$ cat config.mk
export PLATFORM = sky130hd
export DESIGN_NAME = load_request_reg
export DESIGN_NICKNAME = d
export VERILOG_FILES = /design/src/design/bubble_pkg.sv /design/src/design/flash_pkg.sv /design/src/design/load_request_reg.sv
export VERILOG_INCLUDE_DIRS = /design/src /design/src/design
export SDC_FILE = /design/constraint.sdc
export NUM_CORES = 1
export LEC_CHECK = 0
export ABC_AREA = 1
export CAP_MARGIN = 20
export CORE_MARGIN = 4
export CORE_UTILIZATION = 55
export CTS_CLUSTER_DIAMETER = 30
export DETAILED_ROUTE_END_ITERATION = 10
export DONT_BUFFER_PORTS = 1
export GPL_TIMING_DRIVEN = 0
export PLACE_DENSITY_LB_ADDON = 0.15
export RECOVER_POWER = 25
export SYNTH_ARGS = -nofsm -noshare
export SYNTH_HDL_FRONTEND = slang
export SYNTH_SLANG_ARGS = --single-unit
$ cat constraint.sdc
create_clock -name MCLK -period 2.7 [get_ports MCLK]
set_input_delay 0.54 -clock MCLK [delete_from_list [all_inputs] [get_ports MCLK]]
set_output_delay 0.54 -clock MCLK [all_outputs]
set_load 0.005 [all_outputs]
$ cat src/design/spi_loader_settings.svh
`ifndef SPI_LOADER_SETTINGS_SVH
`define SPI_LOADER_SETTINGS_SVH

// flash side
`define FLASH_READ_CMD  8'h03          // serial read, no dummy cycles
`define BOOT_PAGE       12'h805        // first page of the bootloader block

// stream lengths, counted writes
`define BOOT_BITS       2656           // bootloader body
`define MAP_BITS        1168           // loop map, also stored in table
`define PAGE_HEAD_BITS  6              // good header loops per page
`define PAGE_BITS       1030           // good data loops per page

// bubble buffer start addresses
`define BOOT_BUF_BASE   4106           // boot image lands here
`define PAGE_BUF_BASE   14336          // page image lands here

// bit counter width, must hold the largest count above
`define CNT_W           12

`endif

$ cat src/design/bubble_pkg.sv
package bubble_pkg;

    // bubble buffer RAM write address
    typedef logic [14:0] buf_addr_t;

    // bad-loop table index, one entry per loop
    typedef logic [11:0] map_addr_t;

    // request kind
    typedef enum logic
    {
        KIND_BOOT = 1'b0,          // bootloader plus loop map
        KIND_PAGE = 1'b1           // one data page through the map
    } load_kind_t;

    // sequencer phases
    typedef enum logic [2:0]
    {
        PH_IDLE,                   // waiting for go
        PH_CMD,                    // read command going out
        PH_BOOT,                   // bootloader bits to buffer
        PH_MAP,                    // map bits to buffer and table
        PH_HEAD,                   // header loops from table
        PH_DATA                    // data loops from table and flash
    } seq_phase_t;

endpackage

$ cat src/design/flash_pkg.sv
package flash_pkg;

    // image slot within the flash, eight images max
    typedef logic [2:0] img_num_t;

    // page within one image
    typedef logic [11:0] page_num_t;

    // 24 bit read address as sent after the command byte
    typedef struct packed
    {
        logic [1:0] pad_hi;        // always zero
        img_num_t   img;           // image select
        page_num_t  page;          // page number
        logic [6:0] byte_off;      // byte in page, loads start at zero
    } flash_addr_t;

    // byte offset into a page is always zero here

endpackage

$ cat src/design/load_request_reg.sv
`include "spi_loader_settings.svh"

module load_request_reg
(
    input  logic                    MCLK,
    input  logic                    rst,
    input  logic                    load_start,      // one cycle request pulse
    input  bubble_pkg::load_kind_t  load_kind,
    input  flash_pkg::img_num_t     img_num,
    input  flash_pkg::page_num_t    page,
    input  logic                    done,            // from sequencer
    output logic                    busy,
    output logic                    go,              // kicks the sequencer
    output bubble_pkg::load_kind_t  kind,
    output flash_pkg::flash_addr_t  flash_addr
);

    logic                   accept;                  // start while free
    flash_pkg::page_num_t   page_sel;

    assign accept   = load_start && !busy;           // pulses while busy are dropped
    assign page_sel = (load_kind == bubble_pkg::KIND_BOOT) ? `BOOT_PAGE : page;

    always_ff @(posedge MCLK)
    begin
        if (rst)
        begin
            busy <= 1'b0;
            go   <= 1'b0;
        end
        else
        begin
            go <= accept;                            // single cycle
            if (accept)
                busy <= 1'b1;
            else if (done)
                busy <= 1'b0;                        // low the cycle after done
        end
    end

    // request payload, held for the whole load
    always_ff @(posedge MCLK)
    begin
        if (accept)
        begin
            kind       <= load_kind;
            flash_addr <= '{pad_hi: 2'b00, img: img_num, page: page_sel, byte_off: 7'd0};
        end
    end

endmodule

Word level (Yosys, flattened, before mapping)
Index checks and enable logic that the tools add are counted.
{"block": "totals", "register_bits": 18, "in_bits": 20, "word_cells": 10}
{"block": "classes", "reduce_logical": 3, "n_mux": 2}
{"cell": "two-way mux 1 bit", "n": 2}
{"cell": "nonzero test 2 bit", "n": 1}
{"cell": "logical AND 1 bit", "n": 1}
{"cell": "zero test 1 bit", "n": 1}

Longest topological paths before layout
{"block": "depth", "depth_word": 3, "depth_mapped": 3, "ltp_nobuf": 3}

Worst setup path before layout
Ideal clock, no wire load.
{"block": "synth_path", "path_kind": "input-to-reg", "start": "in load_start", "end": "reg flash_addr[10] in the netlist's numbering (enable)", "t_arrival_ns": 1.262, "path_stages": 2, "required_ns": 2.311, "path_slack_ns": 1.050, "path_cell_list": "inv_1 -> nor2_1"}
{"block": "synth_between", "elab_chain_len": 1}
{"item": "start: declaration", "line": "load_request_reg.sv:7", "rtl": "input logic load_start,"}
{"item": "logical AND 1 bit", "line": "load_request_reg.sv:21", "rtl": "assign accept = load_start && !busy;"}
{"item": "net accept", "line": "load_request_reg.sv:18", "rtl": "logic accept;"}
{"item": "end signal: assignment", "line": "load_request_reg.sv:47", "rtl": "flash_addr <= '{pad_hi: 2'b00, img: img_num, page: page_sel, byte_off: 7'd0};"}
{"item": "end: declaration", "line": "load_request_reg.sv:15", "rtl": "output flash_pkg::flash_addr_t flash_addr"}
The timed path passes the listed nets, and every way through them passes these cells.
A chain may end at the register's enable or synchronous reset.

Worst setup path after layout
{"block": "layout_path", "start": "reg busy", "end": "reg flash_addr[11] in the netlist's numbering (enable)"}
{"block": "layout_between", "elab_chain_len": 2}
{"item": "start: declaration", "line": "load_request_reg.sv:12", "rtl": "output logic busy,"}
{"item": "start signal: assignment", "line": "load_request_reg.sv:28", "rtl": "busy <= 1'b0;"}
{"item": "start signal: assignment", "line": "load_request_reg.sv:35", "rtl": "busy <= 1'b1;"}
{"item": "start signal: assignment", "line": "load_request_reg.sv:37", "rtl": "busy <= 1'b0;"}
{"item": "zero test 1 bit", "line": "load_request_reg.sv:21"}
{"item": "logical AND 1 bit", "line": "load_request_reg.sv:21"}
{"item": "net accept", "line": "load_request_reg.sv:18"}
The timed path passes the listed nets, and every way through them passes these cells.

==> flow_results.org <==
** Synth
- Dominant cells by area after synthesis :: edfxtp_1, buf_4, inv_1
- Cell area after synthesis :: 729 um^2
- For this run, the register share of the synthesized area comes to 0.714.
- The largest total area in the synthesized netlist belongs to edfxtp_1.
- Post-synth cell types :: 9
- Top-area cell type share of the netlist area :: 0.659
- After synthesis, the mean cell area works out to 11.8 um^2.
- YS warnings :: 0
- After technology mapping, the gate count stands at 62.
- After synthesis the netlist holds a flip-flop and latch count of 18.

** Critical path
- The setup path with the least slack is of type reg2reg.
- STA classifies the critical path startpoint as a flop.
- Critical path fanouts, max :: 10
- Data on the critical path arrives at its endpoint at 1.40 ns.
- Crit path capture type :: flop
- The setup check on the worst reg-to-reg path leaves a slack of 1.31 ns.
- For the worst setup path, the data required time is 2.71 ns.

** Hold path
- The min-delay analysis places its worst path in the category in2reg.

** Clocking
- Clock latency on the worst-skew pair, taken at its later pin, is 0.29 ns.
- After clock tree synthesis, the clock-pin slew on the worst setup and hold paths is 0.09 ns.
- Post-CTS setup buffer count :: 0
- In this run the number of H-tree levels came out at 1.
- Counting the buffers created by CTS gives 3.
- For this design, the sink count on the clock tree is 18.
- Gates resized during post-CTS repair numbered 0.
- TritonCTS built the clock tree.
- CTS placed an instance of clkbuf_4 at the clock tree root.
- The longest clock path from root to sink contains 2 buffers.
- For this design, the CTS-stage hold fixing added 0 buffers.

** Timing
- Period minus WS final :: 1.39 ns
- Measured slew at the worst slew-check pin :: 0.626 ns
- Hold Fails Final Rpt :: 0
- The worst pin sits at a relative slew slack of 0.581.
- Dividing the final minimum period by the clock period gives 0.516.
- Unrepaired setup endpoints after global routing :: no
- Timing would allow up to 0.718 GHz.
- Setup_tns :: 0 ns
- The number of pins exceeding their max-slew limit in the final report is 0.
- Worst hold margin :: 0.339 ns
- Worst clock skew :: 0.00408 ns
- Setup violations remaining at the end of the flow were counted as 0.
- Final critical-path setup slack :: 1.31 ns

** Global routing
- First-pass GRT wire length :: 1900 um
- The total overflow left after global routing is 0.
- The number of global-route vias before repair was 385.
- The initial antenna violation count came to 0.
- Total routing usage reported by global routing :: 0.141
- Maximum number of pins on one net before global-route repair :: 11

** Place
- Timing analysis after detailed placement gives a worst setup slack of 1.11 ns.
- Detailed placement ended at an HPWL of 1040 um.
- GP Congestion :: 0.587
- Port Buffer Count :: 0

** Final layout
- Share of post-route cells with drive strength above 1 :: 0.176
- The area growth from synthesis to layout is 10.1%.
- The library cells used most frequently in the layout, excluding fill and tap cells, are inv_1, edfxtp_1, nand2_1, buf_4, conb_1.
- Leading cell type in the layout, fill and taps excluded :: inv_1
- After the last flow step, the layout net total stands at 96.
- The repair_antennas step left the layout with diodes totalling 0.
- Counting the fill cells in the layout gives 86.
- Core Util, Final :: 0.686

** Floorplan
- During I/O placement, the number of pins put on the boundary was 47.
- The die is 44.4 um wide.
- After floorplanning, the core was divided into 12 placement rows.
- Measured along the y axis, the die boundary spans 44.4 um.
- Die Outline Area :: 1970 um^2
- The initial utilization of the core area, before any placement, comes to 0.623.
- Floorplan core area :: 1170 um^2

** Pwr
- Static leakage :: 0.420 nW
- Across the VDD grid, the largest voltage drop is 374 uV.
- Power density over cell area :: 620 nW/um^2

** Drt
- Count of TritonRoute iterations in the first routing pass :: 3
- The detailed router finished its first iteration with 3 violations.
- In the routed design, unresolved DRC markers number 0.
- Number of routed nets with antenna violations :: 0
- Routed WL per cell :: 14.4 um
- Routed vias/inst :: 4.43
- For this block, the via count after detailed routing is 390.
- The final layout contains routed wiring with a total length of 1270 um.

** Job
- Max-cap viol count :: 0

** Run status
- Run status :: finished clean
==> layer usage <==
metal,GRT usage,vias up,share of wire
li1,-,194,-
met1,0.162,163,0.34
met2,0.221,28,0.53
met5,0,-,0
met3,0.0528,5,0.10
met4,0.0904,0,0.027
==> flip-flops by register name, summed over array words and instances (netlist names) <==
register and flops:
flash_addr 15, busy 1, go 1, kind 1
==> kinds of logic after synthesis <==
kind of cell | share of synthesized area
other | 0.00514
flip-flops | 0.714
AND/OR/NAND/NOR | 0.0858
buffers and inverters | 0.196
==> stage by stage <==
stage / area [um^2] / total power, mW / cells
2_1_floorplan: 759 / 0.368 / 70
3_3_place_gp: 777 / 0.373 / 84
3_5_place_dp: 788 / 0.379 / 85
4_1_cts: 811 / 0.505 / 88
5_1_grt: 803 / 0.526 / 88
6_report: 803 / 0.498 / 88
==> final timing paths <==
check,from,end,cells past startpoint
setup / recovery,busy,flash_addr[11],2
setup reg to reg,busy,flash_addr[11],2
hold / removal,load_kind,kind,0
hold reg to reg,busy,busy,2
==> cells in the mapped netlist, drive strengths merged <==
cell type / n
inv: 17
edfxtp: 16
nand2: 13
buf: 10
dfxtp: 2
nand3: 2
conb: 1
nor2: 1
==> where the power goes <==
| part | leakage (nW) | internal [mW] | switching [mW] |
|---|---|---|---|
| logic | 0.235 | 0.0154 | 0.0207 |
| clock network | 0.0138 | 0.0519 | 0.0753 |
| registers | 0.171 | 0.325 | 0.0103 |
==> area by class of cell <==
type	instances	area [um^2]	share of cell area
sequential	18	520	0.648
multi-input combinational	25	96.3	0.120
buffer	10	71.3	0.0888
inverter	17	63.8	0.0794
clock buffer	3	22.5	0.0280
tap	14	17.5	0.0218
timing repair buffer	1	11.3	0.0140
==> worst max-delay path, stage by stage, from the launching register on <==
cell     delay, ns
dfxtp_1       0.36
nor2_1        0.51
buf_6         0.24
No activity file was read; power rests on OpenSTA's default activity.
