$ cat src/design/spi_loader_settings.svh
`ifndef SPI_LOADER_SETTINGS_SVH
`define SPI_LOADER_SETTINGS_SVH

// flash side
`define FLASH_READ_CMD  8'h03          // serial read, no dummy cycles
`define BOOT_PAGE       12'h805        // first page of the bootloader block

// stream lengths, counted writes
`define BOOT_BITS       2656           // bootloader body
`define MAP_BITS        1168           // loop map, also stored in table
`define PAGE_HEAD_BITS  6              // good header loops per page
`define PAGE_BITS       1030           // good data loops per page

// bubble buffer start addresses
`define BOOT_BUF_BASE   4106           // boot image lands here
`define PAGE_BUF_BASE   14336          // page image lands here

// bit counter width, must hold the largest count above
`define CNT_W           12

`endif

$ cat src/design/bubble_pkg.sv
package bubble_pkg;

    // bubble buffer RAM write address
    typedef logic [14:0] buf_addr_t;

    // bad-loop table index, one entry per loop
    typedef logic [11:0] map_addr_t;

    // request kind
    typedef enum logic
    {
        KIND_BOOT = 1'b0,          // bootloader plus loop map
        KIND_PAGE = 1'b1           // one data page through the map
    } load_kind_t;

    // sequencer phases
    typedef enum logic [2:0]
    {
        PH_IDLE,                   // waiting for go
        PH_CMD,                    // read command going out
        PH_BOOT,                   // bootloader bits to buffer
        PH_MAP,                    // map bits to buffer and table
        PH_HEAD,                   // header loops from table
        PH_DATA                    // data loops from table and flash
    } seq_phase_t;

endpackage

$ cat src/design/load_sequencer.sv
`include "spi_loader_settings.svh"

module load_sequencer
(
    input  logic                    MCLK,
    input  logic                    rst,
    input  logic                    go,
    input  bubble_pkg::load_kind_t  kind,
    input  logic                    cmd_done,
    input  logic                    bit_valid,
    input  logic                    bit_data,
    input  logic                    map_rdata,
    output logic                    done,
    output logic                    cmd_start,
    output logic                    cmd_end,
    output logic                    bit_req,
    output logic                    map_we,
    output logic                    map_re,
    output bubble_pkg::map_addr_t   map_addr,
    output logic                    map_wdata,
    output bubble_pkg::buf_addr_t   buf_addr,
    output logic                    buf_data,
    output logic                    buf_we
);

    typedef enum logic [1:0]
    {
        S_CHECK,                                     // count check, table read issued
        S_LOOK,                                      // table entry valid
        S_FETCH                                      // waiting on flash bit
    } step_t;

    bubble_pkg::seq_phase_t phase;
    step_t                  step;
    logic [`CNT_W-1:0]      bit_cnt;                 // counted writes in this phase
    logic [`CNT_W-1:0]      cnt_limit;
    logic                   limit_hit;
    logic                   table_phase;             // head or data

    always_comb
    begin
        case (phase)
            bubble_pkg::PH_BOOT: cnt_limit = `CNT_W'(`BOOT_BITS);
            bubble_pkg::PH_MAP:  cnt_limit = `CNT_W'(`MAP_BITS);
            bubble_pkg::PH_HEAD: cnt_limit = `CNT_W'(`PAGE_HEAD_BITS);
            default:             cnt_limit = `CNT_W'(`PAGE_BITS);
        endcase
    end

    assign limit_hit   = (bit_cnt == cnt_limit);
    assign table_phase = (phase == bubble_pkg::PH_HEAD) || (phase == bubble_pkg::PH_DATA);
    assign map_re      = table_phase && (step == S_CHECK) && !limit_hit;

    always_ff @(posedge MCLK)
    begin
        if (rst)
        begin
            phase     <= bubble_pkg::PH_IDLE;
            step      <= S_CHECK;
            bit_cnt   <= '0;
            map_addr  <= '0;
            buf_addr  <= '0;
            cmd_start <= 1'b0;
            cmd_end   <= 1'b0;
            bit_req   <= 1'b0;
            map_we    <= 1'b0;
            buf_we    <= 1'b0;
            done      <= 1'b0;
        end
        else
        begin
            cmd_start <= 1'b0;
            cmd_end   <= 1'b0;
            bit_req   <= 1'b0;
            map_we    <= 1'b0;
            buf_we    <= 1'b0;
            done      <= cmd_end;                    // one cycle after cs release
            if (buf_we)
                buf_addr <= buf_addr + 15'd1;        // advance after each strobe
            if (map_we)
                map_addr <= map_addr + 12'd1;
            case (phase)
                bubble_pkg::PH_IDLE:
                begin
                    if (go)
                    begin
                        cmd_start <= 1'b1;
                        bit_cnt   <= '0;
                        map_addr  <= '0;
                        buf_addr  <= (kind == bubble_pkg::KIND_BOOT) ?
                                     15'(`BOOT_BUF_BASE) : 15'(`PAGE_BUF_BASE);
                        phase     <= bubble_pkg::PH_CMD;
                    end
                end
                bubble_pkg::PH_CMD:
                begin
                    step <= S_CHECK;
                    if (cmd_done)
                        phase <= (kind == bubble_pkg::KIND_BOOT) ?
                                 bubble_pkg::PH_BOOT : bubble_pkg::PH_HEAD;
                end
                default:
                begin
                    case (step)
                        S_CHECK:
                        begin
                            if (limit_hit)
                            begin
                                bit_cnt <= '0;
                                case (phase)
                                    bubble_pkg::PH_BOOT: phase <= bubble_pkg::PH_MAP;
                                    bubble_pkg::PH_HEAD: phase <= bubble_pkg::PH_DATA;
                                    default:
                                    begin
                                        cmd_end <= 1'b1;     // map or data finished
                                        phase   <= bubble_pkg::PH_IDLE;
                                    end
                                endcase
                            end
                            else if (table_phase)
                                step <= S_LOOK;              // map_re high this cycle
                            else
                            begin
                                bit_req <= 1'b1;
                                step    <= S_FETCH;
                            end
                        end
                        S_LOOK:
                        begin
                            if (map_rdata && (phase == bubble_pkg::PH_DATA))
                            begin
                                bit_req <= 1'b1;             // good loop takes a flash bit
                                step    <= S_FETCH;
                            end
                            else
                            begin
                                buf_data <= map_rdata;       // header 1 or bad loop 0
                                buf_we   <= 1'b1;
                                map_addr <= map_addr + 12'd1;
                                if (map_rdata)
                                    bit_cnt <= bit_cnt + 1'b1;
                                step <= S_CHECK;
                            end
                        end
                        default:
                        begin
                            if (bit_valid)
                            begin
                                buf_data <= bit_data;
                                buf_we   <= 1'b1;
                                bit_cnt  <= bit_cnt + 1'b1;
                                if (phase == bubble_pkg::PH_MAP)
                                    map_we <= 1'b1;          // copy into table as well
                                if (phase == bubble_pkg::PH_DATA)
                                    map_addr <= map_addr + 12'd1;
                                step <= S_CHECK;
                            end
                        end
                    endcase
                end
            endcase
        end
    end

    // map payload follows the flash bit
    always_ff @(posedge MCLK)
    begin
        if (bit_valid)
            map_wdata <= bit_data;
    end

endmodule

$ cat config.mk
export PLATFORM = sky130hd
export DESIGN_NAME = load_sequencer
export DESIGN_NICKNAME = d
export VERILOG_FILES = /design/src/design/bubble_pkg.sv /design/src/design/load_sequencer.sv
export VERILOG_INCLUDE_DIRS = /design/src /design/src/design
export SDC_FILE = /design/constraint.sdc
export NUM_CORES = 1
export LEC_CHECK = 0
export BUFFER_PORTS_ARGS = -buffer_cell sky130_fd_sc_hd__clkbuf_2
export CELL_PAD_IN_SITES_DETAIL_PLACEMENT = 2
export CELL_PAD_IN_SITES_GLOBAL_PLACEMENT = 2
export CORE_MARGIN = 2
export CORE_UTILIZATION = 33
export CTS_CLUSTER_SIZE = 25
export DETAILED_ROUTE_END_ITERATION = 16
export PLACE_DENSITY = 0.84
export SYNTH_ARGS = -nofsm -noshare
export SYNTH_HDL_FRONTEND = slang
export SYNTH_SLANG_ARGS = --single-unit
$ cat constraint.sdc
create_clock -name MCLK -period 2.35 [get_ports MCLK]
set_input_delay 0.47 -clock MCLK [delete_from_list [all_inputs] [get_ports MCLK]]
set_output_delay 0.47 -clock MCLK [all_outputs]
set_load 0.1 [all_outputs]
Yosys cells after proc, flatten, opt, wreduce, memory -nomap -nowiden
Index checks and enable logic that the tools add are counted.
- register bits: 52
- latch bits: 0
- RAM bits: 0
- bits in read-only memories: 0
- input port bits: 8
- output and inout port bits: 36
- logic and storage cells: 104
- memories kept: 0
- add/subtract/negate cells: 3
- multiply operators: 0
- div/mod/pow operators: 0
- $lt $le $gt $ge: 0
- equal/unequal tests: 14
- shift-type cells: 0
- multiplexer cells: 45
- bitwise logic cells: 7
- reduce and logical (&&, ||, !) cells: 22
- operators by type and width (cell ; number):
    2-to-1 mux 12 bit ; 10
    case mux 12 bit (2 select lines) ; 4
    2-to-1 mux 15 bit ; 3
    case mux 12 bit (3 select lines) ; 1
    adder 12 x 1 -> 12 bit, second input constant ; 2
    adder 15 x 1 -> 15 bit, second input constant ; 1
    2-to-1 mux 3 bit ; 5
    2-to-1 mux 14 bit ; 1
    equality test 12 bit ; 1
    != test 3 x 2 -> 1 bit, second input constant ; 4
    case mux 3 bit (2 select lines) ; 2
    2-to-1 mux 1 bit ; 10
    2-to-1 mux 2 bit ; 4
    case mux 2 bit (2 select lines) ; 2
    nonzero test 4 bit ; 2
    NOT 1 bit ; 7
    equality test 3 x 2 -> 1 bit, second input constant ; 2
    equality test 3 bit, second input constant ; 2
    != test 2 bit, second input constant ; 3
    case mux 1 bit (2 select lines) ; 3
    AND reduction 6 bit ; 1
    nonzero test 3 bit ; 2
    OR reduction 2 bit ; 3
    OR reduction 6 bit ; 1
    13 further kinds ; 15

Depth between registers and ports, before layout
- depth in word-level cells: 6
- mapped depth: 9
- gate-level depth less buffers: 6

Worst setup path after synthesis
No wires, ideal clock.
- kind: reg2out
- start point: reg phase[1]
- end point: out map_re
- arrival time: 2000 ps
- required time: 1880 ps
- path slack: -120 ps
- cell stages (with the launch flop): 6
- path buffers: 1
- cell sequence: dfxtp_1 buf_2 xnor2_1 mux2_4 o2111ai_4 and2_1
- cells in the longest elaborated chain, start to end: 5
- elaborated cells on any way between the ends: 10
- classes of those cells: eq/ne (5); mux (1); reduce/logical (4)
- RTL lines (what ; RTL line ; text):
    from (decl) ; load_sequencer.sv:33 ; bubble_pkg::seq_phase_t phase;
    from (signal assigned) ; load_sequencer.sv:58 ; phase <= bubble_pkg::PH_IDLE;
    from (signal assigned) ; load_sequencer.sv:92 ; phase <= bubble_pkg::PH_CMD;
    from (signal assigned) ; load_sequencer.sv:99 ; phase <= (kind == bubble_pkg::KIND_BOOT) ?
    equality test 3 bit / equality test 3 x 2 -> 1 bit (equally long branches) ; load_sequencer.sv:42, load_sequencer.sv:51 ;
    case mux 12 bit (3 select lines) ; load_sequencer.sv:42 ; case (phase)
    equality test 12 bit ; load_sequencer.sv:50 ; assign limit_hit = (bit_cnt == cnt_limit);
    logical NOT 1 bit ; load_sequencer.sv:52 ; assign map_re = table_phase && (step == S_CHECK) && !limit_hit;
    logical AND 1 bit * ; load_sequencer.sv:52 ;
    to (decl) ; load_sequencer.sv:18 ; output logic map_re,
Every way passes the cells marked *; elsewhere a longest branch is shown, timed or not.

Final worst setup path
- start point: reg bit_cnt[11]
- end point: out map_re
- cells in the longest elaborated chain, start to end: 3
- RTL lines (what ; RTL line ; text):
    from (decl) ; load_sequencer.sv:35 ; logic [`CNT_W-1:0] bit_cnt;
    from (signal assigned) ; load_sequencer.sv:141 ; bit_cnt <= bit_cnt + 1'b1;
    from (signal assigned) ; load_sequencer.sv:151 ; bit_cnt <= bit_cnt + 1'b1;
    equality test 12 bit ; load_sequencer.sv:50 ;
    logical NOT 1 bit ; load_sequencer.sv:52 ;
    logical AND 1 bit ; load_sequencer.sv:52 ;
No other way between the ends.

==> flow_summary_export.csv <==
group,metric,value,unit
status,status,"finished clean",
floorplan,chipWidth,94.0,um
setup_path,critical_path_required,1.88,ns
layout,n_fill_cell,910,
timing,max_freq,427,MHz
setup_path,crit_type,"register to output port",
synth,mappedNetlistArea,2670,um2
route,remaining_drc_errors,0,
clock_network,tritoncts,"yes",
timing,grt_setup_unrepaired,"yes",
clock_network,cts.clk_slew.worst_paths,0.11,ns
setup_path,worst_setup_path_start_kind,"register",
floorplan,ios,44,
route,detail_route.first_pass.iterations,4,
place,hpwlAfterDp,6450,um
grt,met2_usage,0.372,
setup_path,cp_top_family,"simple AND/OR/NAND/NOR gates",
synth,synthesized_nets,324,
floorplan,die-area,8840,um2
floorplan,num_rows,32,
clock_network,numClockSinks,52,
clock_network,cts-htree-levels,2,
synth,yosysWarnings,0,
power_and_ir_drop,power_leakage,0.00124,uW
layout,layout-drive-gt1-share,0.234,
setup_path,cp_slowest_cell,"sky130_fd_sc_hd__or4_4",
floorplan,floorplan.initialDensity,0.342,
timing,fin_setup_tns,0,ns
grt,grt_overflow_total,0,
floorplan,die_height,94.0,um
place,place.port_buffers,43,
setup_path,cp_buf_inv_count,1,
synth,unique_masters_post_synth,54,
timing,slew_headroom,0.565,
synth,dominantRegCellSynth,"sky130_fd_sc_hd__dfxtp_1",
timing,timing_hold_violations_final,0,
synth,synth-seq-area-share,0.397,
grt,antenna_violations_before_repair,0,
clock_network,cts_hold_buffers,0,
route,antenna_left,0,
synth,synth_edf_count,2,
setup_path,cp_cell_sequence,"or4_4, mux2i_4, o2111ai_4, and2_4, buf_12",
setup_path,critical-path-max-stage-delay,0.55,ns
timing,period_utilization,0.997,
grt,pin_count_of_the_biggest_net_entering_global_routing,19,
route,dr_total_vias,2653,
grt,globalRouteTotalUtil,0.210,
route,drt-vias-per-instance,5.75,
grt,first_global_vias,2743,
route,finalWirelength,8750,um
power_and_ir_drop,peakVddDrop,0.392,mV
clock_network,cts_buffers,5,
layout,layout.cells.most_common_list,"sky130_fd_sc_hd__dfxtp_1, sky130_fd_sc_hd__clkbuf_2, sky130_fd_sc_hd__nor2_1, sky130_fd_sc_hd__a21oi_1, sky130_fd_sc_hd__nand2_1",
timing,period_minus_slack,2.34,ns
layout,area_delta_synth_final,19.8,%
synth,ys_seq_elements,52,
clock_network,clk_latency,0.32,ns
grt,met3_usage,0.0313,
power_and_ir_drop,power.density_cell_area,705,nW/um2
grt,first_pass_grt_wire_length,14500,um
setup_path,critPathMaxFanout,2,
timing,timing.clock.skew,0.0104,ns
hold_path,timing.hold.worst.class,"input port to register",
layout,final_core_utilization,0.410,
timing,worst_slew_pin_slew,0.653,ns
setup_path,endpoint_kind,"output port",
timing,slew_violations,0,
clock_network,max_buffers_root_to_sink,2,
job,maxCapViolCount,0,
place,finalWeightedCongestion,0.824,
synth,synth_cells,313,
setup_path,worst_ep_arrival_time,1.87,ns
route,avgRoutedWirePerCell,19.0,um
synth,synth_async_sr_flop_share,0,
route,drt-initial-drc-count,64,
grt,top_usage_layer,"met2",
grt,grt_use_met1,0.266,
synth,avgSynthCellArea,8.54,um2
clock_network,clockRootBuffer,"sky130_fd_sc_hd__clkbuf_8",
timing,setup_viols_final,0,
layout,antenna_cells,0,
layout,layout.nets,369,
floorplan,core,7810,um2
final cells by class:
class | count | area, um2 | share of cell area
Clock buffer | 5 | 68.8 | 0.0215
Clock inverter | 3 | 23.8 | 0.00742
Inverter | 2 | 7.51 | 0.00234
Multi-Input combinational cell | 240 | 1550 | 0.485
Sequential cell | 52 | 1070 | 0.335
Tap cell | 102 | 128 | 0.0398
Timing Repair Buffer | 57 | 348 | 0.109
synth_stat cells, types with 2 or more instances:
library cell,count,area (um2)
sky130_fd_sc_hd__dfxtp_1,50,1000
sky130_fd_sc_hd__nor2_1,34,128
sky130_fd_sc_hd__a21oi_1,27,135
sky130_fd_sc_hd__nand2_1,19,71.3
sky130_fd_sc_hd__nand3_1,13,65.1
sky130_fd_sc_hd__a311oi_1,12,105
sky130_fd_sc_hd__nor3_1,12,60.1
sky130_fd_sc_hd__clkbuf_1,10,37.5
sky130_fd_sc_hd__nand4_1,10,62.6
sky130_fd_sc_hd__and3_1,9,56.3
sky130_fd_sc_hd__o21ai_0,9,45.0
sky130_fd_sc_hd__xor2_1,9,78.8
sky130_fd_sc_hd__buf_2,8,40.0
sky130_fd_sc_hd__a21o_1,7,52.6
sky130_fd_sc_hd__xnor2_1,7,61.3
sky130_fd_sc_hd__a211oi_1,5,37.5
sky130_fd_sc_hd__and2_1,5,31.3
sky130_fd_sc_hd__nand2b_1,5,31.3
sky130_fd_sc_hd__nor2b_1,5,31.3
sky130_fd_sc_hd__a21boi_0,4,30.0
sky130_fd_sc_hd__ha_1,3,37.5
sky130_fd_sc_hd__mux2i_1,3,30.0
sky130_fd_sc_hd__nor3b_1,3,22.5
sky130_fd_sc_hd__o211a_1,3,30.0
sky130_fd_sc_hd__o21a_1,3,22.5
sky130_fd_sc_hd__a22oi_1,2,15.0
sky130_fd_sc_hd__a31oi_1,2,12.5
sky130_fd_sc_hd__a41oi_1,2,17.5
sky130_fd_sc_hd__and4b_1,2,20.0
sky130_fd_sc_hd__edfxtp_1,2,60.1
sky130_fd_sc_hd__inv_1,2,7.51
sky130_fd_sc_hd__nand4b_1,2,17.5
sky130_fd_sc_hd__nor4_1,2,12.5
sky130_fd_sc_hd__or3_1,2,12.5
worst paths after layout:
path,from,slack [ns],cells past startpoint,to
setup / recovery,bit_cnt[11],0.006,5,map_re
hold reg to reg,cmd_end,0.48,1,done
hold / removal,bit_data,0.34,1,map_wdata
setup reg to reg,phase[0],0.26,7,map_addr[4]
report_power, final:
| part | switching (uW) | leakage (uW) | total, uW | internal, uW |
|---|---|---|---|---|
| sequential | 51.3 | 0.000428 | 976 | 925 |
| clock | 339 | 0.0000495 | 559 | 219 |
| combinational | 522 | 0.000762 | 724 | 202 |
flip-flops by register name, summed over array words and instances (netlist names):
name and count:
done 1, bit_req 1, phase 3, step 2, map_we 1, map_addr 12, bit_cnt 12, cmd_end 1
cmd_start 1, map_wdata 1, buf_addr 15, buf_we 1, buf_data 1
per-layer routing:
metal,wire (um),vias to the layer above
li1,-,1244
met1,3890,1349
met2,4450,52
met3,296,8
met4,112,0
met5,0,-
repair_timing:
item / in CTS / in global routing
endpoints found under the setup margin: 1 / 1
buffers inserted: 2 / 0
gates resized for setup: 11 / 3
cells by family (layout without fill, tap and decap cells):
kind of cell,count (synthesis),in the layout,share of synthesized area
simple gates,132,132,0.261
compound gates,85,85,0.224
flops,52,52,0.397
buf+inv,21,67,0.0346
xor+xnor,16,16,0.0524
mux,4,4,0.0168
fa+ha+maj,3,3,0.0140
metrics by stage:
step / power (uW) / cells / hold slack, ns / setup WS (ns) / instance area (um2)
floorplan: 1490 / 313 / 0.486 / 0.0559 / 2680
global placement: 1670 / 451 / 0.462 / 0.253 / 3050
detailed placement: 1700 / 451 / 0.461 / 0.216 / 3050
CTS: 2270 / 461 / 0.330 / -0.00144 / 3190
global route: 2370 / 461 / 0.333 / -0.0441 / 3200
finish: 2260 / 461 / 0.344 / 0.00649 / 3200
No activity file was read; power rests on OpenSTA's default activity.
