==> src/design/spi_loader_settings.svh <==
`ifndef SPI_LOADER_SETTINGS_SVH
`define SPI_LOADER_SETTINGS_SVH

// flash side
`define FLASH_READ_CMD  8'h03          // serial read, no dummy cycles
`define BOOT_PAGE       12'h805        // first page of the bootloader block

// stream lengths, counted writes
`define BOOT_BITS       2656           // bootloader body
`define MAP_BITS        1168           // loop map, also stored in table
`define PAGE_HEAD_BITS  6              // good header loops per page
`define PAGE_BITS       1030           // good data loops per page

// bubble buffer start addresses
`define BOOT_BUF_BASE   4106           // boot image lands here
`define PAGE_BUF_BASE   14336          // page image lands here

// bit counter width, must hold the largest count above
`define CNT_W           12

`endif

==> src/design/flash_pkg.sv <==
package flash_pkg;

    // image slot within the flash, eight images max
    typedef logic [2:0] img_num_t;

    // page within one image
    typedef logic [11:0] page_num_t;

    // 24 bit read address as sent after the command byte
    typedef struct packed
    {
        logic [1:0] pad_hi;        // always zero
        img_num_t   img;           // image select
        page_num_t  page;          // page number
        logic [6:0] byte_off;      // byte in page, loads start at zero
    } flash_addr_t;

    // byte offset into a page is always zero here

endpackage

==> src/design/flash_reader.sv <==
`include "spi_loader_settings.svh"

module flash_reader
(
    input  logic                    MCLK,
    input  logic                    rst,
    input  flash_pkg::flash_addr_t  flash_addr,
    input  logic                    cmd_start,       // pulse, begins a read
    input  logic                    cmd_end,         // pulse, releases the flash
    input  logic                    bit_req,         // pulse, one bit wanted
    input  logic                    flash_miso,
    output logic                    cmd_done,
    output logic                    bit_valid,       // two cycles after bit_req
    output logic                    bit_data,
    output logic                    flash_cs_n,
    output logic                    flash_sclk,
    output logic                    flash_mosi
);

    typedef enum logic [1:0]
    {
        FR_IDLE,
        FR_CMD,                                      // shifting command and address
        FR_READY,                                    // cs low, waiting for bit requests
        FR_READ                                      // sclk low half of a data bit
    } fr_state_t;

    fr_state_t      state;
    logic [32:0]    sh;                              // top bit drives mosi
    logic [5:0]     bit_cnt;                         // command bits sent
    logic           cmd_fall;                        // sclk falls with a shift

    assign flash_mosi = sh[32];
    assign cmd_fall   = (state == FR_CMD) && flash_sclk && (bit_cnt != 6'd32);

    always_ff @(posedge MCLK)
    begin
        if (rst)
        begin
            state      <= FR_IDLE;
            flash_cs_n <= 1'b1;
            flash_sclk <= 1'b1;                      // clock idles high
            cmd_done   <= 1'b0;
            bit_valid  <= 1'b0;
            bit_cnt    <= 6'd0;
        end
        else
        begin
            cmd_done  <= 1'b0;
            bit_valid <= 1'b0;
            case (state)
                FR_IDLE:
                begin
                    if (cmd_start)
                    begin
                        flash_cs_n <= 1'b0;          // one setup cycle before first fall
                        bit_cnt    <= 6'd0;
                        state      <= FR_CMD;
                    end
                end
                FR_CMD:
                begin
                    if (cmd_fall)
                        flash_sclk <= 1'b0;          // shift below
                    else if (!flash_sclk)
                    begin
                        flash_sclk <= 1'b1;          // flash samples mosi here
                        bit_cnt    <= bit_cnt + 6'd1;
                    end
                    else
                    begin
                        cmd_done <= 1'b1;            // all 32 bits out
                        state    <= FR_READY;
                    end
                end
                FR_READY:
                begin
                    if (bit_req)
                    begin
                        flash_sclk <= 1'b0;          // flash drives next bit
                        state      <= FR_READ;
                    end
                end
                default:
                begin
                    flash_sclk <= 1'b1;              // rise, miso captured below
                    bit_valid  <= 1'b1;
                    state      <= FR_READY;
                end
            endcase
            if (cmd_end)
            begin
                flash_cs_n <= 1'b1;
                flash_sclk <= 1'b1;
                state      <= FR_IDLE;
            end
        end
    end

    // shift register and sampled bit
    always_ff @(posedge MCLK)
    begin
        if ((state == FR_IDLE) && cmd_start)
            sh <= {1'b0, `FLASH_READ_CMD, flash_addr};   // msb first
        else if (cmd_fall)
            sh <= sh << 1;
        if (state == FR_READ)
            bit_data <= flash_miso;                  // same edge as sclk rise
    end

endmodule

==> config.mk <==
export PLATFORM = sky130hd
export DESIGN_NAME = flash_reader
export DESIGN_NICKNAME = d
export VERILOG_FILES = /design/src/design/flash_pkg.sv /design/src/design/flash_reader.sv
export VERILOG_INCLUDE_DIRS = /design/src /design/src/design
export SDC_FILE = /design/constraint.sdc
export NUM_CORES = 1
export LEC_CHECK = 0
export BUFFER_PORTS_ARGS = -buffer_cell sky130_fd_sc_hd__buf_4
export CORE_MARGIN = 5
export CORE_UTILIZATION = 50
export DETAILED_ROUTE_END_ITERATION = 10
export PLACE_DENSITY_LB_ADDON = 0.3
export SYNTH_ARGS = -nofsm -noshare
export SYNTH_HDL_FRONTEND = slang
export SYNTH_SLANG_ARGS = --single-unit
==> constraint.sdc <==
create_clock -name MCLK -period 5.55 [get_ports MCLK]
set_input_delay 1.11 -clock MCLK [delete_from_list [all_inputs] [get_ports MCLK]]
set_output_delay 1.11 -clock MCLK [all_outputs]
set_load 0.005 [all_outputs]
Word level (Yosys, flattened, before mapping)
Index checks and enable logic that the tools add are counted.
{"block": "word_totals", "register_bits": 46, "latchBits": 0, "ramBits": 0, "mem_bits_ro": 0, "out_inout_bits": 6, "elab_cells": 50, "n_memories": 0}
{"block": "op_classes", "add_sub_neg": 1, "mul": 0, "n_div": 0, "n_lt_le_gt_ge": 0, "n_eq_ne": 9, "shift": 0, "muxes": 16, "bitwise": 2, "reduce_logical": 13}
{"operator": "2-to-1 mux 24 bit", "n": 2}
{"operator": "2-to-1 mux 6 bit", "n": 3}
{"operator": "case mux 6 bit (2 select lines)", "n": 1}
{"operator": "inequality test 2 bit, second input constant", "n": 5}
{"operator": "2-to-1 mux 2 bit", "n": 4}
{"operator": "AND reduction 4 bit", "n": 2}
{"operator": "adder 6 x 1 -> 6 bit, second input constant", "n": 1}
{"operator": "inequality test 6 bit, second input constant", "n": 1}
{"operator": "case mux 2 bit (3 select lines)", "n": 1}
{"operator": "OR reduction 3 bit", "n": 2}
{"operator": "== test 2 bit, second input constant", "n": 2}
{"operator": "2-to-1 mux 1 bit", "n": 4}
{"operator": "AND reduction 2 bit", "n": 2}
{"operator": "nonzero test 2 bit", "n": 2}
{"operator": "logical AND 1 bit", "n": 3}
{"operator": "case mux 1 bit (3 select lines)", "n": 1}
{"operator": "== test 2 x 1 -> 1 bit, second input constant", "n": 1}
{"operator": "zero test 2 bit", "n": 1}
{"operator": "NOT 1 bit", "n": 2}
{"operator": "OR reduction 2 bit", "n": 1}

Logic depth before layout (Yosys ltp)
Gate-level depths: netlist of the first run.
{"block": "logic_depth", "word_depth": 5, "ltp_mapped": 7, "depth_no_buf": 5}

Worst setup path before layout of the first run
OpenSTA, ideal clock, no wires.
{"block": "synth_timing", "kind": "input to register", "start": "input cmd_start", "end": "register sh[0], enable pin", "setup_time_ns": 0.382, "arrival_ns": 1.943, "t_required_ns": 5.168, "path_slack_ns": 3.225, "cell_stages": 3, "n_path_buf": 1, "path_cell_list": "and2_1 buf_2 or2_1"}
{"block": "synth_via", "elab_chain_cells": 2}
{"element": "start, declared", "line": "flash_reader.sv:8", "text": "input logic cmd_start,"}
{"element": "logical AND 1 bit", "line": "flash_reader.sv:103", "text": "if ((state == FR_IDLE) && cmd_start)"}
{"element": "nonzero test 2 bit (no line)"}
{"element": "end signal, assigned", "line": "flash_reader.sv:104", "text": "sh <= {1'b0, `FLASH_READ_CMD, flash_addr};"}
{"element": "end signal, assigned", "line": "flash_reader.sv:106", "text": "sh <= sh << 1;"}
{"element": "end, declared", "line": "flash_reader.sv:29", "text": "logic [32:0] sh;"}
No other way between the ends.
A chain may end at the register's enable or synchronous reset.

Final worst setup path of the first run
{"block": "layout_timing", "start": "input cmd_start", "end": "register sh[7], enable pin"}
The elaborated chain is that of the path after synthesis.

==> impl_metrics.tcl, run 1 <==
set metrics [dict create \
    die_w_um 72.3 \
    number_of_levels_in_the_clock_h_tree 2 \
    crit_required_ns 5.46 \
    ctsRootBufferMaster "clkbuf_8" \
    leakage_power_nw 1.00 \
    drc_errors 0 \
    critical_path_arrival_ns 2.76 \
    die-height_um 72.3 \
    r2r_setup_slack_ns 2.75 \
    max_stage_delay_ns 0.83 \
    number_of_flip_flops_and_latches_in_the_synthesized_netlist 46 \
    synthesis.yosys.warnings 0 \
    setup.worst_path.class "primary input to flip-flop" \
    portBuffers 35 \
    power.density_nw_per_um2 295 \
    globalRouteTotalUtil_pct 13.7 \
    grt-ovfl-total 0 \
    die_area_um2 5230 \
    synth.cell_area_um2 1940 \
    cap_viol_max_count 0 \
    detail_route.iter0.violations 109 \
    dpl-instance-area_um2 2210 \
    detail_route.vias_per_cell 4.89 \
    cts-hold-fix-buffers 0 \
    worstSetupEndpointType "flip-flop" \
    worst_path_max_delay_cell "or2_1" \
    cp_max_fo 26 \
    final_min_period_over_clock_period_pct 51.3 \
    fin_nets 272 \
    hpwlAfterDp_um 2340 \
    routed-via-count 1414 \
    num-fill-cells 322 \
    outcome "completed" \
    grt_antenna_before_repair 0 \
    final_max_slew_viol_count 0 \
    fraction_of_layout_cells_with_a_size_suffix_above_1_pct 19.5 \
    synthDistinctLibCells 30 \
    ant_nets 0 \
    vdd.ir_drop.worst_v 0.000247 \
    finalClockSkew_ns 0.0123 \
    globalplace.congestion 0.782 \
    cts_repair_resize_count 0 \
    worst_hold_path_type "flip-flop to flip-flop" \
    floorplan.core_area_um2 3720 \
    top_level_ports 36 \
    syn-mean-instance-area_um2 9.25 \
    avgRoutedWirePerCell_um 11.8 \
    final_core_utilization_pct 62.5 \
    syn_inst 210 \
    setup.worst_path.start_class "primary input" \
    max_slew_margin_pct 27.9 \
    mappedNetlistNets 242 \
    diodes 0 \
    core.rowCount 22 \
    delay_heaviest_family_cp "simple AND/OR/NAND/NOR gates" \
    finalWirelength_um 3400 \
    critical_path.n_buffers_inverters 1 \
    maximum_clock_frequency_mhz 351 \
    drt_first_pass_iters 4 \
    final.setup.worst_slack_ns 2.70 \
    synth_sequential_area_ratio_pct 60.3 \
    timing_hold_violations_final 0 \
    grt_max_degree 32 \
    grt_setup_unrepaired "no" \
    setup_viol_count_final 0 \
    clk-insertion-delay-late_ns 0.29 \
    wire_length_of_the_first_global_routing_pass_um 5670 \
    critical_path.cell_chain "buf_4 -> and2_1 -> or2_1" \
    clkSlewWorstSetupHoldPaths_ns 0.09 \
    dp_worst_setup_slack_ns 2.38 \
    cts.path.max_buffers 2 \
    area.growth.synth_to_final_pct 19.5 \
    post_cts_buffers 0 \
    final_period_minus_worst_setup_slack_ns 2.85 \
    worst_hold_slack_ns 0.451 \
    worstMarginPinSlew_ns 1.08 \
    clock_sink_count 46 \
    cts-buffers-inserted 5 \
    final_cell_area_um2 2320 \
    timing.setup.tns_ns 0 \
    initial_utilization_pct 52.3 \
    tritoncts "done" \
    via_count_of_the_first_global_routing_pass 1254 \
]
## Yosys cell counts
master    instances  area [um^2]
a22oi_1           1         7.51
inv_1             4         15.0
o21ai_1          10         50.1
a21o_1            1         7.51
nor2_2            1         6.26
or2_1             1         6.26
nand2_1          91          342
nand3b_1          1         7.51
edfxtp_1         25          751
and3_1            3         18.8
nand2b_4          1         13.8
nor4b_1           1         8.76
and2_1            3         18.8
nand3_1           1         5.00
nand2b_1          2         12.5
ha_1              2         25.0
or4_1             1         7.51
o22ai_1           1         6.26
dfxtp_1          21          420
nor2b_1           1         6.26
nor4b_2           1         15.0
buf_2             8         40.0
nor2_1            8         30.0
a31oi_1           3         18.8
clkbuf_1          4         15.0
nor3_1            2         10.0
a211oi_1          3         22.5
a41oi_1           2         17.5
o21a_1            1         7.51
a21oi_1           6         30.0
## state kept, by name (all words and copies together), names as in the netlist
register    count
bit_cnt         6
flash_sclk      1
state           2
flash_cs_n      1
bit_data        1
bit_valid       1
sh             33
cmd_done        1
## metrics by stage
stage | power [mW] | instances
6_report | 0.684 | 289
5_1_grt | 0.715 | 289
4_1_cts | 0.687 | 289
3_5_place_dp | 0.466 | 281
3_3_place_gp | 0.464 | 281
2_1_floorplan | 0.440 | 210
## kinds of logic (layout without fill, tap and decap cells)
family	Yosys count	in the layout	share of synthesized area (%)
AOI/OAI and AO/OA	28	28	8.64
buffers and inverters	16	47	3.61
and+or+nand+nor	118	118	26.2
adders and majority gates	2	2	1.29
DFF	46	46	60.3
## worst paths after layout
path | from | to | depth (start not counted)
worst min-delay path | flash_cs_n$_SDFFE_PP1N_ | flash_cs_n$_SDFFE_PP1N_ | 2
worst max-delay path | cmd_start | sh[7]$_DFFE_PP_ | 3
worst max register to register | state[0]$_SDFFE_PP0P_ | sh[7]$_DFFE_PP_ | 3
worst min register to register | flash_cs_n$_SDFFE_PP1N_ | flash_cs_n$_SDFFE_PP1N_ | 2
## worst register-to-register path, stage by stage, from the launching register on
cell and delay (ns):
dfxtp_1 0.53, nand2_1 0.14, a211oi_2 0.90, or2_1 0.84
## layout by cell type, fill, tap and decap left out, types with 2 or more instances in the layout
cell type,n
inv_1,4
nor2_1,8
a31oi_1,3
buf_4,35
ha_1,2
edfxtp_1,25
and2_1,3
a41oi_1,2
nor3_1,2
nand2_1,91
dfxtp_1,21
a21oi_1,6
o21ai_1,10
and3_1,3
a211oi_1,2
nand2b_1,2
clkbuf_8,5
## area by class of cell
class / instances / area [um^2] / share of cell area [%]
flip-flops and latches: 46 / 1170 / 50.5
multi-input cells: 148 / 706 / 30.4
repair buffers: 35 / 263 / 11.3
clock buffers: 7 / 98.8 / 4.26
well taps: 48 / 60.1 / 2.59
inverters: 4 / 15.0 / 0.647
clock inverters: 1 / 7.51 / 0.323
## report_power, final
group          internal, mW  leakage [nW]  switching, mW  total (mW)
clock network         0.118        0.0526          0.109       0.227
registers             0.387         0.418        0.00701       0.394
logic                0.0269         0.530         0.0355      0.0624
total                 0.532          1.00          0.152       0.684
## metal layers
metal | share of wire (%) | track usage [%] | vias up
li1 | - | - | 759
met1 | 51 | 19.1 | 625
met2 | 43 | 20.7 | 26
met3 | 5.7 | 4.43 | 4
met4 | 0.76 | 3.13 | 0
met5 | 0 | 0 | -
(Power assumes the default switching activity.)
==> inputs of run 2 (changes only) <==
Settings changed: ABC_AREA set to 1.
Clock period 5.55 ns to 2.8 ns, I/O delays scaled along.
==> run 2 against run 1 <==
Net effect: design area up 2.9%; first-iteration DRC count down 7.3%; critical path depth up 5; highest routed layer unchanged; sequential power up 100%; combinational power up 140%; count of clock-buffer cells in the layout down 2.
==> impl_metrics.tcl, run 2 <==
set metrics [dict create \
    critical_path.cell_chain "inv_1 -> ha_1 -> nand2_1 -> nor2_2 -> inv_2 -> nand2_4 -> nand2_1 -> buf_4" \
    cts-hold-fix-buffers 0 \
    clk-insertion-delay-late_ns 0.31 \
    outcome "completed" \
    post_cts_buffers 0 \
    max_stage_delay_ns 0.41 \
    library_cell_appearing_most_often_on_the_critical_path "nand2_1" \
    die_area_um2 5440 \
    top_level_ports 36 \
    routed-via-count 1613 \
    sequentialPowerShare_pct 58.0 \
    delay_heaviest_family_cp "buffers and inverters" \
    synthArstFlopShare_pct 0 \
    yosys_most_used_dff "edfxtp_1" \
    sw_frac_of_total_pct 25.5 \
    synth_most_common_cell "nand2_1" \
    worst_r2r_startpoint "bit_cnt[0]$_SDFFE_PP0P_" \
    synthDistinctLibCells 19 \
    drc_errors 0 \
    setup.worst_path.class "flip-flop to flip-flop" \
    max_slew_margin_pct 41.3 \
    diodes 0 \
    area_of_combinational_cells_with_multiple_inputs_um2 716 \
    grt-ovfl-total 0 \
    core.rowCount 23 \
    ctsRootBufferMaster "clkbuf_8" \
    worstMarginPinSlew_ns 0.880 \
    comb_power_share_pct 11.1 \
    number_of_synthesized_flops_with_an_enable_pin 25 \
    power.density_nw_per_um2 571 \
    post_synth_most_frequent_cells "nand2_1 (105), edfxtp_1 (25), dfxtp_1 (21), nor2_1 (18), nand3_1 (17)" \
    floorplan.core_area_um2 3970 \
    grt_max_degree 31 \
    via_count_of_the_first_global_routing_pass 1352 \
    die_w_um 73.8 \
    syn-mean-instance-area_um2 8.51 \
    final_max_slew_viol_count 0 \
    initial_utilization_pct 51.2 \
    finalClockSkew_ns 0.0116 \
    detail_route.iter0.violations 101 \
    number_of_levels_in_the_clock_h_tree 2 \
    timing.setup.tns_ns 0 \
    finalWirelength_um 3750 \
    internal_power_mw 1.02 \
    cts-buffers-inserted 5 \
    cts.path.max_buffers 2 \
    ant_nets 0 \
    area.growth.synth_to_final_pct 17.5 \
    wire_length_of_the_first_global_routing_pass_um 5980 \
    cp_max_fo 24 \
    die-height_um 73.8 \
    grt_setup_unrepaired "no" \
    total_net_switching_power_uw 347 \
    detail_route.vias_per_cell 4.96 \
    yosys.area.top_type "edfxtp_1" \
    synthesis.yosys.warnings 0 \
    fraction_of_layout_cells_with_a_size_suffix_above_1_pct 19.3 \
    worst_path_max_delay_cell "dfxtp_1" \
    commonest_cells_after_routing_fill_and_taps_aside "nand2_1 (105), buf_4 (37), edfxtp_1 (25)" \
    setup.worst_path.start_class "flip-flop" \
    final_standard_cell_count_with_taps_included_and_fillers_excluded 325 \
    fin_nets 306 \
    critical_path_arrival_ns 1.79 \
    num-fill-cells 355 \
    globalplace.congestion 0.776 \
    power_frac_clock_pct 30.9 \
    leakage_power_nw 1.10 \
    crit_required_ns 2.78 \
    vdd.ir_drop.worst_v 0.000408 \
    critical_path.n_buffers_inverters 3 \
    timing_hold_violations_final 0 \
    worst_hold_slack_ns 0.426 \
    setup_viol_count_final 0 \
    final.setup.worst_slack_ns 0.985 \
    mappedNetlistNets 271 \
    portBuffers 35 \
    hold_crit_start "flash_miso" \
    worstSetupEndpointType "flip-flop" \
    most_flops_register "sh" \
    layout.area.seq_um2 1170 \
    final_min_period_over_clock_period_pct 64.8 \
    dp_worst_setup_slack_ns 1.00 \
    syn_inst 239 \
    final_core_utilization_pct 60.1 \
    synth_area_leaders "edfxtp_1 (37%), dfxtp_1 (21%), nand2_1 (19%)" \
    worst_hold_path_type "primary input to flip-flop" \
    flip_flop_count_of_the_largest_register_after_layout 33 \
    critical_path.startpoint "bit_cnt[0]$_SDFFE_PP0P_" \
    grt_antenna_before_repair 0 \
    number_of_flip_flops_and_latches_in_the_synthesized_netlist 46 \
    clkSlewWorstSetupHoldPaths_ns 0.10 \
    clock_sink_count 46 \
    largest_registers "sh (33), bit_cnt (6), state (2)" \
    avgRoutedWirePerCell_um 11.5 \
    synth_sequential_area_ratio_pct 57.6 \
    globalRouteTotalUtil_pct 14.7 \
    cap_viol_max_count 0 \
    final_common_cell "nand2_1" \
    dpl.cell_count 317 \
    tritoncts "done" \
    drt_first_pass_iters 5 \
    hpwlAfterDp_um 2560 \
    maximum_clock_frequency_mhz 551 \
    synth.cell_area_um2 2030 \
    synth.top_cell.area_share_pct 36.9 \
    final_period_minus_worst_setup_slack_ns 1.81 \
    cts_repair_resize_count 0 \
]
run 2: cell count changes after synthesis, moves of 5 or more:
| cell | delta |
|---|---|
| nand3_1 | +16 |
| nand2_1 | +14 |
| inv_1 | +11 |
| nor2_1 | +10 |
| o21ai_1 | -10 |
| buf_2 | -5 |
run 2: path summary, 6_finish.rpt:
kind | to | slack [ns] | cells after the start
max | sh[6]$_DFFE_PP_ | 0.99 | 8
min | bit_data$_DFFE_PN_ | 0.43 | 1
max reg2reg | sh[6]$_DFFE_PP_ | 0.99 | 8
min reg2reg | sh[26]$_SDFFE_PN0P_ | 0.47 | 2
run 2: per-stage QoR:
stage                     cell area, um^2  power, mW
after floorplan                      2030      0.906
after global placement               2300      0.955
after detailed placement             2300      0.959
after CTS                            2390       1.37
after global routing                 2390       1.43
final                                2390       1.36
run 2: logic make-up after synthesis:
| group | share of synthesized area (%) |
|---|---|
| simple gates | 29.8 |
| flops | 57.6 |
| compound gates | 4.12 |
| buf+inv | 7.20 |
| fa+ha+maj | 1.23 |
run 2: power groups by stage:
stage | Sequential [mW] | Combinational, mW | Clock, mW
after floorplan | 0.800 | 0.106 | 0
after global placement | 0.805 | 0.150 | 0
after detailed placement | 0.805 | 0.154 | 0
after CTS | 0.791 | 0.154 | 0.429
after global routing | 0.796 | 0.171 | 0.459
final | 0.790 | 0.152 | 0.421
run 2: worst register-to-register path: stages (launching register included):
cell and delay (ns):
dfxtp_1 0.41, inv_1 0.09, ha_1 0.20, nand2_1 0.07, nor2_2 0.04, inv_2 0.16, nand2_4 0.13, nand2_1 0.08
buf_4 0.30
run 2: final cells by class:
class,instances,share of cell area (%)
well taps,50,2.62
repair buffers,37,11.6
inverters,19,2.99
flip-flops and latches,46,49.0
clock inverters,3,0.891
multi-input cells,165,30.0
clock buffers,5,2.88
run 2: routing by layer:
layer  global-route usage (%)  part of all wire (%)
met5                        0                     0
met3                     5.06                   8.9
met1                     19.8                    47
met2                     21.2                    42
met4                     6.64                   1.9
==> inputs of run 3 (changes only) <==
Clock period 2.8 ns to 1.8 ns, I/O delays scaled along.
==> run 3 against run 2 <==
Net effect: power grew 62%; via count shrank 1.4%; sequential cell count is the same; critical path depth is the same; die area is the same; design area grew 2.1%; worst hold slack lost 0.19 ns; clock skew shrank 0.0058 ns; critical endpoint is now sh[19]$_DFFE_PP_; core utilization grew 1.3 points.
==> impl_metrics.tcl, run 3 (synthesis gave the netlist of run 2 again) <==
set metrics [dict create \
    final_min_period_over_clock_period_pct 88.0 \
    drc_errors 0 \
    final_max_slew_viol_count 0 \
    largest_registers "sh (33), bit_cnt (6), state (2)" \
    globalplace.congestion 0.808 \
    setup.worst_path.start_class "flip-flop" \
    dp_worst_setup_slack_ns 0.218 \
    drt_first_pass_iters 4 \
    final_core_utilization_pct 61.4 \
    worstSetupEndpointType "flip-flop" \
    clkSlewWorstSetupHoldPaths_ns 0.08 \
    finalWirelength_um 3840 \
    portBuffers 35 \
    final.setup.worst_slack_ns 0.215 \
    power.density_nw_per_um2 907 \
    delay_heaviest_family_cp "flip-flops" \
    worst_hold_path_type "primary input to flip-flop" \
    grt_antenna_before_repair 0 \
    wire_length_of_the_first_global_routing_pass_um 6300 \
    crit_required_ns 1.81 \
    num-fill-cells 380 \
    max_slew_margin_pct 42.3 \
    outcome "completed" \
    hpwlAfterDp_um 2650 \
    worstMarginPinSlew_ns 0.865 \
    dpl.cell_count 319 \
    cts-hold-fix-buffers 0 \
    final_standard_cell_count_with_taps_included_and_fillers_excluded 327 \
    post_cts_buffers 0 \
    setup.worst_path.class "flip-flop to flip-flop" \
    cts_repair_resize_count 0 \
    core.rowCount 23 \
    top_usage_layer "met2" \
    die_w_um 73.8 \
    flip_flop_count_of_the_largest_register_after_layout 33 \
    grt_setup_unrepaired "no" \
    critical_path_arrival_ns 1.59 \
    die_area_um2 5440 \
    die-height_um 73.8 \
    final_common_cell "nand2_1" \
    grt_max_degree 31 \
    worst_path_max_delay_cell "dfxtp_1" \
    top_level_ports 36 \
    timing_hold_violations_final 0 \
    cap_viol_max_count 0 \
    grt-ovfl-total 0 \
    detail_route.iter0.violations 119 \
    routed-via-count 1591 \
    grt_use_met2_pct 25.1 \
    initial_utilization_pct 51.2 \
    cts.path.max_buffers 2 \
    via_count_of_the_first_global_routing_pass 1504 \
    globalRouteTotalUtil_pct 15.2 \
    fin_nets 308 \
    number_of_levels_in_the_clock_h_tree 2 \
    worst_hold_slack_ns 0.237 \
    setup_viol_count_final 0 \
    floorplan.core_area_um2 3970 \
    max_stage_delay_ns 0.41 \
    ctsRootBufferMaster "clkbuf_8" \
    commonest_cells_after_routing_fill_and_taps_aside "nand2_1 (104), buf_4 (38), edfxtp_1 (25)" \
    avgRoutedWirePerCell_um 11.7 \
    ant_nets 0 \
    finalClockSkew_ns 0.00579 \
    final_period_minus_worst_setup_slack_ns 1.58 \
    timing.setup.tns_ns 0 \
    groute.layer.met1.usage_pct 17.9 \
    critical_path.cell_chain "inv_1 -> ha_1 -> nand2_1 -> nor2_2 -> inv_2 -> nand2_4 -> nand2_2 -> buf_12" \
    tritoncts "done" \
    most_flops_register "sh" \
    leakage_power_nw 1.12 \
    cp_max_fo 24 \
    clk-insertion-delay-late_ns 0.30 \
    critical_path.n_buffers_inverters 3 \
    area.growth.synth_to_final_pct 20.0 \
    vdd.ir_drop.worst_v 0.000475 \
    grt_use_met3_pct 4.92 \
    cts-buffers-inserted 5 \
    maximum_clock_frequency_mhz 631 \
    fraction_of_layout_cells_with_a_size_suffix_above_1_pct 19.9 \
    detail_route.vias_per_cell 4.87 \
    diodes 0 \
    clock_sink_count 46 \
]
run 3: cell types whose count changed in the layout (fill, tap and decap cells not counted):
cell,before,now
clkbuf_8,5,6
buf_4,37,38
inv_6,1,0
nand2_2,0,1
buf_12,0,1
inv_4,2,0
clkbuf_1,0,1
nand2_1,105,104
clkbuf_16,0,1
run 3: final timing paths:
kind | start | end | slack [ns] | cells after the start
worst max register to register | bit_cnt[0]$_SDFFE_PP0P_ | sh[19]$_DFFE_PP_ | 0.22 | 8
worst min-delay path | flash_miso | bit_data$_DFFE_PN_ | 0.24 | 1
worst min register to register | flash_cs_n$_SDFFE_PP1N_ | flash_cs_n$_SDFFE_PP1N_ | 0.47 | 2
worst max-delay path | bit_cnt[0]$_SDFFE_PP0P_ | sh[19]$_DFFE_PP_ | 0.22 | 8
run 3: layout make-up:
class | count | area, um^2 | share of cell area, %
clock buffers | 8 | 111 | 4.56
inverters | 19 | 71.3 | 2.92
multi-input cells | 165 | 718 | 29.4
flip-flops and latches | 46 | 1170 | 48.0
well taps | 50 | 62.6 | 2.56
repair buffers | 39 | 305 | 12.5
run 3: power breakdown:
group	total, mW	internal [mW]	leakage [nW]	switching [mW]
Clock	0.737	0.397	0.0566	0.340
Combinational	0.249	0.107	0.647	0.142
Sequential	1.23	1.20	0.418	0.0264
run 3: per-stage QoR:
stage          area [um^2]  power (mW)
4_1_cts               2440        2.24
2_1_floorplan         2040        1.41
6_report              2440        2.21
5_1_grt               2440        2.31
3_5_place_dp          2330        1.51
3_3_place_gp          2330        1.50
run 3: layer usage:
metal  share of wire, %  wire (um)
met5                  0          0
met4                2.2         85
met3                6.5        249
met2                 45       1750
met1                 46       1760
